<file path="src/rtl/net_req_defines.svh">
/*
 * net request subsystem sizes.
 * session count and field widths shared by the package and the table.
 */
`ifndef NET_REQ_DEFINES_SVH
`define NET_REQ_DEFINES_SVH

`define NREQ_SESSIONS 16  // 4-bit session id.
`define NREQ_SEQ_BITS 32  // tcp sequence number.
`define NREQ_LEN_BITS 16  // request length in bytes.

`endif

</file>
<file path="src/rtl/net_req_pkg.sv">
/*
 * net request types.
 * request, table access and transmit descriptor bundles, engine states.
 */
`include "net_req_defines.svh"

package net_req_pkg;

  typedef logic [$clog2(`NREQ_SESSIONS)-1:0] sid_t;
  typedef logic [`NREQ_SEQ_BITS-1:0] seq_t;
  typedef logic [`NREQ_LEN_BITS-1:0] len_t;

  // host request, seq only meaningful for commands.
  typedef struct packed {
    logic mode;   // 1 cmd, 0 write.
    sid_t sid;
    len_t len;
    seq_t seq;    // new base for a command.
  } req_t;

  // one access to the sequence table.
  typedef struct packed {
    logic wr;
    sid_t sid;
    seq_t wdata;
  } tbl_req_t;

  typedef struct packed {
    sid_t sid;
    seq_t seq;
    len_t len;
  } tx_desc_t;

  typedef enum logic [1:0] {CMD_IDLE, CMD_WRITE, CMD_ACK} cmd_state_e;

  typedef enum logic [2:0] {WR_IDLE, WR_READ, WR_WAIT, WR_WRITE, WR_EMIT} wr_state_e;

endpackage

</file>
<file path="src/rtl/meta_reg.sv">
/*
 * one-entry valid/ready register slice.
 * carries any packed payload, full throughput when drained every cycle.
 */
`timescale 1ns/100ps

module meta_reg #(
  parameter int DATA_BITS = 32
) (
  input  logic                 aclk,
  input  logic                 rst_n,

  input  logic                 s_valid,
  input  logic [DATA_BITS-1:0] s_data,
  output logic                 s_ready,

  output logic                 m_valid,
  output logic [DATA_BITS-1:0] m_data,
  input  logic                 m_ready
);

  logic                 valid_q;  // slice occupied.
  logic [DATA_BITS-1:0] data_q;

  // take a new beat when empty or when the held one leaves.
  assign s_ready = !valid_q || m_ready;

  always_ff @(posedge aclk or negedge rst_n) begin
    if (!rst_n) valid_q <= 1'b0;
    else if (s_ready) valid_q <= s_valid;  // refill or drain.
  end

  always_ff @(posedge aclk) begin
    if (s_valid && s_ready) data_q <= s_data;
  end

  assign m_valid = valid_q;
  assign m_data  = data_q;

endmodule

</file>
<file path="src/rtl/dreq_mux_net.sv">
/*
 * host request splitter.
 * mode 1 goes to the tcp command path, mode 0 to the tcp write path.
 */
`timescale 1ns/100ps

module dreq_mux_net (
  input  logic                aclk,
  input  logic                rst_n,

  input  logic                req_valid,   // host.
  input  net_req_pkg::req_t   req_data,
  output logic                req_ready,

  output logic                cmd_valid,   // tcp cmd.
  output net_req_pkg::req_t   cmd_data,
  input  logic                cmd_ready,

  output logic                wr_valid,    // tcp wr.
  output net_req_pkg::req_t   wr_data,
  input  logic                wr_ready
);

  logic cmd_in_valid, cmd_in_ready;
  logic wr_in_valid, wr_in_ready;

  // steer by mode, ready only from the chosen slice.
  always_comb begin
    req_ready    = 1'b0;
    cmd_in_valid = 1'b0;
    wr_in_valid  = 1'b0;
    if (req_valid) begin
      if (req_data.mode) begin
        cmd_in_valid = 1'b1;
        req_ready    = cmd_in_ready;
      end else begin
        wr_in_valid = 1'b1;
        req_ready   = wr_in_ready;
      end
    end
  end

  meta_reg #(.DATA_BITS($bits(net_req_pkg::req_t))) u_reg_cmd (.aclk(aclk), .rst_n(rst_n),
    .s_valid(cmd_in_valid), .s_data(req_data), .s_ready(cmd_in_ready),
    .m_valid(cmd_valid), .m_data(cmd_data), .m_ready(cmd_ready));

  meta_reg #(.DATA_BITS($bits(net_req_pkg::req_t))) u_reg_wr (.aclk(aclk), .rst_n(rst_n),
    .s_valid(wr_in_valid), .s_data(req_data), .s_ready(wr_in_ready),
    .m_valid(wr_valid), .m_data(wr_data), .m_ready(wr_ready));

endmodule

</file>
<file path="src/rtl/tcp_cmd_engine.sv">
/*
 * tcp command engine.
 * sets a session's sequence base in the table, then strobes an ack.
 */
`timescale 1ns/100ps

module tcp_cmd_engine (
  input  logic                    aclk,
  input  logic                    rst_n,

  input  logic                    cmd_valid,
  input  net_req_pkg::req_t       cmd_data,
  output logic                    cmd_ready,

  output logic                    tbl_valid,
  output net_req_pkg::tbl_req_t   tbl_req,
  input  logic                    tbl_gnt,

  output logic                    cmd_ack,
  output net_req_pkg::sid_t       cmd_ack_sid
);

  net_req_pkg::cmd_state_e state_q, state_d;
  net_req_pkg::sid_t       sid_q;   // held request.
  net_req_pkg::seq_t       base_q;

  always_ff @(posedge aclk or negedge rst_n) begin
    if (!rst_n) state_q <= net_req_pkg::CMD_IDLE;
    else state_q <= state_d;
  end

  // payload, loaded on accept only.
  always_ff @(posedge aclk) begin
    if (cmd_valid && cmd_ready) begin
      sid_q  <= cmd_data.sid;
      base_q <= cmd_data.seq;
    end
  end

  always_comb begin
    state_d   = state_q;
    cmd_ready = 1'b0;
    tbl_valid = 1'b0;
    cmd_ack   = 1'b0;
    case (state_q)
      net_req_pkg::CMD_IDLE: begin
        cmd_ready = 1'b1;
        if (cmd_valid) state_d = net_req_pkg::CMD_WRITE;
      end
      net_req_pkg::CMD_WRITE: begin
        tbl_valid = 1'b1;                                  // hold until granted.
        if (tbl_gnt) state_d = net_req_pkg::CMD_ACK;      // write lands this cycle.
      end
      net_req_pkg::CMD_ACK: begin
        cmd_ack = 1'b1;
        state_d = net_req_pkg::CMD_IDLE;
      end
      default: state_d = net_req_pkg::CMD_IDLE;
    endcase
  end

  assign tbl_req     = '{wr: 1'b1, sid: sid_q, wdata: base_q};
  assign cmd_ack_sid = sid_q;

endmodule

</file>
<file path="src/rtl/tcp_wr_engine.sv">
/*
 * tcp write engine.
 * reads the session's sequence number, writes back seq + len,
 * then offers a transmit descriptor carrying the old number.
 */
`timescale 1ns/100ps
`include "net_req_defines.svh"

module tcp_wr_engine (
  input  logic                    aclk,
  input  logic                    rst_n,

  input  logic                    wr_valid,
  input  net_req_pkg::req_t       wr_data,
  output logic                    wr_ready,

  output logic                    tbl_valid,
  output net_req_pkg::tbl_req_t   tbl_req,
  input  logic                    tbl_gnt,
  input  net_req_pkg::seq_t       mem_rdata,   // shared read bus.

  output logic                    tx_valid,
  output net_req_pkg::tx_desc_t   tx_desc,
  input  logic                    tx_ready
);

  net_req_pkg::wr_state_e state_q, state_d;
  net_req_pkg::sid_t      sid_q;
  net_req_pkg::len_t      len_q;
  net_req_pkg::seq_t      seq_q;     // number read from the table.
  net_req_pkg::seq_t      seq_next;

  always_ff @(posedge aclk or negedge rst_n) begin
    if (!rst_n) state_q <= net_req_pkg::WR_IDLE;
    else state_q <= state_d;
  end

  always_ff @(posedge aclk) begin
    if (wr_valid && wr_ready) begin
      sid_q <= wr_data.sid;
      len_q <= wr_data.len;
    end
    if (state_q == net_req_pkg::WR_WAIT) seq_q <= mem_rdata;  // our read is back.
  end

  // wraps at the sequence width.
  assign seq_next = seq_q + {{(`NREQ_SEQ_BITS - `NREQ_LEN_BITS){1'b0}}, len_q};

  always_comb begin
    state_d   = state_q;
    wr_ready  = 1'b0;
    tbl_valid = 1'b0;
    tbl_req   = '{wr: 1'b0, sid: sid_q, wdata: seq_next};
    tx_valid  = 1'b0;
    case (state_q)
      net_req_pkg::WR_IDLE: begin
        wr_ready = 1'b1;
        if (wr_valid) state_d = net_req_pkg::WR_READ;
      end
      net_req_pkg::WR_READ: begin
        tbl_valid = 1'b1;   // read request.
        if (tbl_gnt) state_d = net_req_pkg::WR_WAIT;
      end
      net_req_pkg::WR_WAIT: begin
        state_d = net_req_pkg::WR_WRITE;  // rdata valid now.
      end
      net_req_pkg::WR_WRITE: begin
        tbl_valid  = 1'b1;
        tbl_req.wr = 1'b1;  // write back seq + len.
        if (tbl_gnt) state_d = net_req_pkg::WR_EMIT;
      end
      net_req_pkg::WR_EMIT: begin
        tx_valid = 1'b1;    // stalls here under back-pressure.
        if (tx_ready) state_d = net_req_pkg::WR_IDLE;
      end
      default: state_d = net_req_pkg::WR_IDLE;
    endcase
  end

  assign tx_desc = '{sid: sid_q, seq: seq_q, len: len_q};

endmodule

</file>
<file path="src/rtl/seq_table_arbiter.sv">
/*
 * round-robin arbiter for the single sequence table port.
 * port 0 is the command engine, port 1 the write engine.
 */
`timescale 1ns/100ps

module seq_table_arbiter (
  input  logic                    aclk,
  input  logic                    rst_n,

  input  logic                    tbl_valid_0,
  input  net_req_pkg::tbl_req_t   tbl_req_0,
  output logic                    tbl_gnt_0,

  input  logic                    tbl_valid_1,
  input  net_req_pkg::tbl_req_t   tbl_req_1,
  output logic                    tbl_gnt_1,

  output logic                    mem_en,
  output net_req_pkg::tbl_req_t   mem_req
);

  logic last_q;  // 1 when port 1 won the last grant.
  logic busy_q;  // grant given last cycle.

  // no back-to-back grants, so a winner can drop its request first.
  always_comb begin
    tbl_gnt_0 = 1'b0;
    tbl_gnt_1 = 1'b0;
    if (!busy_q) begin
      if (tbl_valid_0 && tbl_valid_1) begin
        tbl_gnt_0 = last_q;   // conflict, alternate.
        tbl_gnt_1 = !last_q;
      end else begin
        tbl_gnt_0 = tbl_valid_0;
        tbl_gnt_1 = tbl_valid_1;
      end
    end
  end

  assign mem_en  = tbl_gnt_0 || tbl_gnt_1;
  assign mem_req = tbl_gnt_1 ? tbl_req_1 : tbl_req_0;

  always_ff @(posedge aclk or negedge rst_n) begin
    if (!rst_n) begin
      last_q <= 1'b1;  // command engine first after reset.
      busy_q <= 1'b0;
    end else begin
      busy_q <= mem_en;
      if (mem_en) last_q <= tbl_gnt_1;
    end
  end

endmodule

</file>
<file path="src/rtl/seq_table.sv">
/*
 * per-session sequence number table.
 * one port, reset to zero, registered read one cycle after the strobe.
 */
`timescale 1ns/100ps
`include "net_req_defines.svh"

module seq_table (
  input  logic                    aclk,
  input  logic                    rst_n,

  input  logic                    mem_en,
  input  net_req_pkg::tbl_req_t   mem_req,
  output net_req_pkg::seq_t       mem_rdata
);

  net_req_pkg::seq_t mem [`NREQ_SESSIONS];

  // cleared so a fresh session starts at zero.
  always_ff @(posedge aclk or negedge rst_n) begin
    if (!rst_n) begin
      for (int i = 0; i < `NREQ_SESSIONS; i++) begin
        mem[i] <= '0;
      end
    end else if (mem_en && mem_req.wr) begin
      mem[mem_req.sid] <= mem_req.wdata;
    end
  end

  // read port, holds its value until the next read.
  always_ff @(posedge aclk) begin
    if (mem_en && !mem_req.wr) mem_rdata <= mem[mem_req.sid];
  end

endmodule

</file>
<file path="src/rtl/net_req_top.sv">
/*
 * net request subsystem top.
 * splitter, tcp command and write engines, table arbiter and table.
 */
`timescale 1ns/100ps

module net_req_top (
  input  logic                    aclk,
  input  logic                    rst_n,

  input  logic                    req_valid,
  input  net_req_pkg::req_t       req_data,
  output logic                    req_ready,

  output logic                    cmd_ack,
  output net_req_pkg::sid_t       cmd_ack_sid,

  output logic                    tx_valid,
  output net_req_pkg::tx_desc_t   tx_desc,
  input  logic                    tx_ready
);

  net_req_pkg::req_t     cmd_data, wr_data;
  logic                  cmd_valid, cmd_ready;
  logic                  wr_valid, wr_ready;

  net_req_pkg::tbl_req_t tbl_req_0, tbl_req_1;  // 0 cmd, 1 wr.
  logic                  tbl_valid_0, tbl_gnt_0;
  logic                  tbl_valid_1, tbl_gnt_1;

  net_req_pkg::tbl_req_t mem_req;
  logic                  mem_en;
  net_req_pkg::seq_t     mem_rdata;

  dreq_mux_net u_mux (
    .aclk(aclk), .rst_n(rst_n),
    .req_valid(req_valid), .req_data(req_data), .req_ready(req_ready),
    .cmd_valid(cmd_valid), .cmd_data(cmd_data), .cmd_ready(cmd_ready),
    .wr_valid(wr_valid), .wr_data(wr_data), .wr_ready(wr_ready)
  );

  tcp_cmd_engine u_cmd (
    .aclk(aclk), .rst_n(rst_n),
    .cmd_valid(cmd_valid), .cmd_data(cmd_data), .cmd_ready(cmd_ready),
    .tbl_valid(tbl_valid_0), .tbl_req(tbl_req_0), .tbl_gnt(tbl_gnt_0),
    .cmd_ack(cmd_ack), .cmd_ack_sid(cmd_ack_sid)
  );

  tcp_wr_engine u_wr (
    .aclk(aclk), .rst_n(rst_n),
    .wr_valid(wr_valid), .wr_data(wr_data), .wr_ready(wr_ready),
    .tbl_valid(tbl_valid_1), .tbl_req(tbl_req_1), .tbl_gnt(tbl_gnt_1),
    .mem_rdata(mem_rdata),
    .tx_valid(tx_valid), .tx_desc(tx_desc), .tx_ready(tx_ready)
  );

  seq_table_arbiter u_arb (
    .aclk(aclk), .rst_n(rst_n),
    .tbl_valid_0(tbl_valid_0), .tbl_req_0(tbl_req_0), .tbl_gnt_0(tbl_gnt_0),
    .tbl_valid_1(tbl_valid_1), .tbl_req_1(tbl_req_1), .tbl_gnt_1(tbl_gnt_1),
    .mem_en(mem_en), .mem_req(mem_req)
  );

  // read data goes straight to both engines.
  seq_table u_tbl (
    .aclk(aclk), .rst_n(rst_n),
    .mem_en(mem_en), .mem_req(mem_req), .mem_rdata(mem_rdata)
  );

endmodule

</file>
<file path="config.mk">
export PLATFORM = sky130hd
export DESIGN_NAME = net_req_top
export DESIGN_NICKNAME = d
export VERILOG_FILES = /design/src/rtl/net_req_pkg.sv /design/src/rtl/meta_reg.sv /design/src/rtl/dreq_mux_net.sv /design/src/rtl/tcp_cmd_engine.sv /design/src/rtl/tcp_wr_engine.sv /design/src/rtl/seq_table_arbiter.sv /design/src/rtl/seq_table.sv /design/src/rtl/net_req_top.sv
export VERILOG_INCLUDE_DIRS = /design/src /design/src/rtl
export SDC_FILE = /design/constraint.sdc
export NUM_CORES = 1
export LEC_CHECK = 0
export CORE_ASPECT_RATIO = 0.5
export CORE_MARGIN = 1
export CORE_UTILIZATION = 25
export DETAILED_ROUTE_END_ITERATION = 12
export DONT_BUFFER_PORTS = 1
export PLACE_DENSITY = 0.35
export SETUP_SLACK_MARGIN = 0.3
export SYNTH_ARGS = -nofsm -noshare
export SYNTH_HDL_FRONTEND = slang
export SYNTH_SLANG_ARGS = --single-unit
</file>
<file path="constraint.sdc">
create_clock -name aclk -period 4.95 [get_ports aclk]
set_input_delay 0 -clock aclk [delete_from_list [all_inputs] [get_ports aclk]]
set_output_delay 0 -clock aclk [all_outputs]
set_load 0.005 [all_outputs]
</file>
==> results.md <==
* Outcome: finished with violations
* Violated checks: hold timing
* Fillers at 13700
* Yosys top cell area share at 0.390
* Clk buf depth at 3
* Worst slew pin tran at 1.32 ns
* Reg power frac at 0.382
* Worst flop-to-flop path startpoint: u_wr.seq_q[9]$_DFFE_PP_
* Fmax at 0.247 GHz
* Vias in the first global route at 25800
* Die Footprint at 135000 sq um
* Slowest cell on crit path: a2111oi_2
* Largest net degree at the start of global routing at 522
* Hold Violations, Final at 1
* Worst hold path type: input port to asynchronous set/reset pin
* Slew Viols, Final at 0
* YS warnings at 0
* Number of remaining DRC errors at 0
* Combinational group share of total power at 0.393
* CP endpoint kind: flop
* Max H-tree Level at 3
* Kind of critical path: flop to flop
* Syn_area_per_cell at 9.97 sq um
* PwrDens at 663 nW/um^2
* Worst VDD drop at 0.290 mV
* FF/Latch Area at 18300 sq um
* Worst endpoint data arrival time at 4.61 ns
* Worst Setup SP: u_wr.seq_q[9]$_DFFE_PP_
* Cell breakdown of the critical path: ha_1 -> nand2_1 -> o21ai_0 -> a21oi_1 -> a2111oi_2 -> o21ai_2 -> a31o_2 -> mux2_2
* Max Cap Viol at 0
* Switch share at 0.417
* Slew headroom at 0.115
* Min Hold Slack at -0.00628 ns
* GP Congestion at 0.805
* Die extent in x at 519 um
* Area of the multi-input gates at 14100 sq um
* Min cycle time layout at 4.04 ns
* Grt total ovfl at 0
* CTS buffer count at 75
* Clk sinks at 697
* Router iterations before antenna repair at 5
* Starting Density at 0.253
* Synthesis-to-layout area growth at 18.0%
* Post-Syn Nets at 3421
* Die outline height at 260 um
* Ys async rst share at 0.747
* First-pass GRT wire length at 191000 um
* Buffers on Ports at 0
* CTS clk-pin slew, worst paths at 0.06 ns
* Worst clock skew at 0.0264 ns
* TritonCTS clock tree: built
* Layout net count at 3407
* Post-CTS Setup Bufs at 0
* Cell Rows at 94
* Final wirelength at 132000 um
* Distinct cell type count after synthesis at 69
* Post-synthesis instance total at 3347
* Int Power at 0.0152 W
* Sequential area share after synthesis at 0.549
* TNS Setup at 0 ns
* CTS Root Cell: clkbuf_16
* EDFF count, synth at 176
* Yosys reg bits at 697
* Post-DP HPWL at 77600 um
* Cell taking the most area after synthesis: dfrtp_1
* CP Launch Type: flop
* Synthesized area at 33400 sq um
* Sw power at 0.0109 W
* Post-DR wirelength/cell at 25.4 um
* DR iter-0 viols at 2337
* Share of layout cells above drive strength 1 at 0.118
* Clk Latency, worst-skew pair at 0.70 ns
* Worst-path fanout max at 19
* Final setup viols at 0
* Top-level port count at 116
* Worst Path Required at 5.51 ns
* Synth area leaders: dfrtp_1 (39%), edfxtp_1 (16%), a21oi_1 (6.2%)
* RSZ-0062 raised after global routing: false
* Period utilization at 0.817
* Gr usage total at 0.194
* Main synth FF type: dfrtp_1
* Antenna violations before repair at 4
* Pleak at 15.2 nW
* Routed vias/inst at 5.10
* CP max stage delay at 0.79 ns
* Routed via count at 26400
* Clock power frac at 0.225
* Core area at 132000 sq um
* Post-route ant nets at 0
[stage by stage]
stage                     instance area (sq um)   util  power [W]  std cells  setup slack (ns)
after floorplan                           33400      -     0.0159       3347              1.34
after global placement                    35700  0.270     0.0201       4918              1.01
after detailed placement                  35700  0.270     0.0202       4918             0.941
after CTS                                 39200  0.297     0.0263       5165             0.923
after global routing                      39400  0.298     0.0277       5172             0.660
final                                     39400  0.298     0.0261       5177             0.905
[what timing repair did]
item                                   in CTS  in global routing
endpoints found under the hold margin     635                158
hold buffers                              108                  3
gates resized for setup                     0                  0
[layout make-up]
class | count | share of cell area
Clock inverter | 39 | 0.0100
Timing Repair Buffer | 221 | 0.0554
Tap cell | 1776 | 0.0564
Clock buffer | 100 | 0.0526
Antenna cell | 6 | 0.000381
Sequential cell | 697 | 0.465
Multi-Input combinational cell | 2327 | 0.359
Inverter | 11 | 0.00108
[critical path, delay by kind of cell, from the launching register on]
kind                     cells  cell delay [ns]
AO/OA/AOI/OAI                5             2.60
AND/OR/NAND/NOR              1             0.07
multiplexers                 1             0.31
adder cells (fa/ha/maj)      1             0.48
flip-flops                   1             0.45
[layer usage]
metal	GRT usage	part of all wire	vias to the layer above
met5	0	0	-
li1	-	-	12000
met3	0.0290	0.044	172
met1	0.280	0.48	13500
met2	0.304	0.45	737
met4	0.0468	0.023	0
[sequential cells by signal, indices dropped and copies added (netlist names), 2 cells and up]
register                cells
u_tbl.mem                 512
u_mux.u_reg_cmd.m_data     36
u_cmd.base_q               32
u_tbl.mem_rdata            32
u_wr.seq_q                 32
u_mux.u_reg_wr.m_data      20
u_wr.len_q                 16
u_cmd.cmd_ack_sid           4
u_wr.sid_q                  4
u_wr.state_q                3
u_cmd.state_q               2
[synthesized netlist by cell type (4+ instances only)]
cell      count
a211oi_1      8
a21o_1       15
a21oi_1     415
a221oi_1     34
a22oi_1     129
a31o_2        4
a31oi_1       7
and2_1        6
and3_1       10
buf_1        30
buf_2        62
buf_4         7
buf_6         6
clkbuf_1    205
dfrtp_1     520
edfxtp_1    176
ha_1         16
inv_1        11
mux2_2       32
mux2i_1      67
mux4_2       64
nand2_1     392
nand2b_1      6
nand3_1     156
nand4_1       7
nor2_1      520
nor2b_1       6
nor3_1       17
nor3b_1       6
o211ai_1     59
o21ai_0     107
o21ai_1       7
o221ai_1     48
o311ai_0     23
o311ai_1      8
or2_2         5
or3_1        98
xnor2_1       7
xor2_1        6
[cells by family after synthesis]
family / Yosys count / synth area share
multiplexers: 165 / 0.0749
AO/OA/AOI/OAI: 891 / 0.167
adder cells (fa/ha/maj): 17 / 0.00660
AND/OR/NAND/NOR: 1241 / 0.159
XOR/XNOR: 13 / 0.00341
buffers and inverters: 323 / 0.0409
flip-flops: 697 / 0.549
[power groups by stage]
| stage | Sequential, W | Combinational [W] | Clock, W |
|---|---|---|---|
| global placement | 0.0101 | 0.0100 | 0 |
| finish | 0.00999 | 0.0103 | 0.00587 |
| detailed placement | 0.0101 | 0.0101 | 0 |
| CTS | 0.0100 | 0.0102 | 0.00604 |
| global route | 0.0102 | 0.0112 | 0.00627 |
| floorplan | 0.00939 | 0.00652 | 0 |
[final timing paths]
check | to | slack, ns | cells past startpoint
hold / removal | u_tbl.mem[281]$_DFFE_PN0P_ | -0.006 | 3
setup reg to reg | u_tbl.mem[438]$_DFFE_PN0P_ | 0.91 | 8
min in group aclk | u_wr.state_q[2]$_DFFE_PN0P_ | 0.06 | 3
hold reg to reg | u_cmd.base_q[18]$_DFFE_PP_ | 0.41 | 0
setup / recovery | u_tbl.mem[438]$_DFFE_PN0P_ | 0.91 | 8
max in group asynchronous | u_tbl.mem[65]$_DFFE_PN0P_ | 3.18 | 4
[placed cells by master (no fill, tap or decap), types with 6 or more instances in the layout]
master and instances:
a21o_2 7, nand3_1 156, and2_1 6, o311ai_1 8
clkbuf_16 75, o21ai_0 106, o211ai_1 59, nand4_1 7
or3_1 98, nand2b_1 6, inv_1 10, nor2_1 519
mux2i_1 66, edfxtp_1 176, buf_4 93, clkbuf_8 10
a21oi_4 10, and3_1 10, buf_12 15, clkbuf_1 15
xnor2_1 7, ha_1 16, a22oi_1 129, a221oi_1 33
o311ai_0 23, nor3_1 16, o221ai_1 48, dlygate4sd3_1 110
a21oi_1 403, diode_2 6, mux4_2 64, mux2_2 32
clkinv_2 16, dfrtp_1 520, nand2_1 391, a21o_1 7
Power figures use the tool's default switching activity.
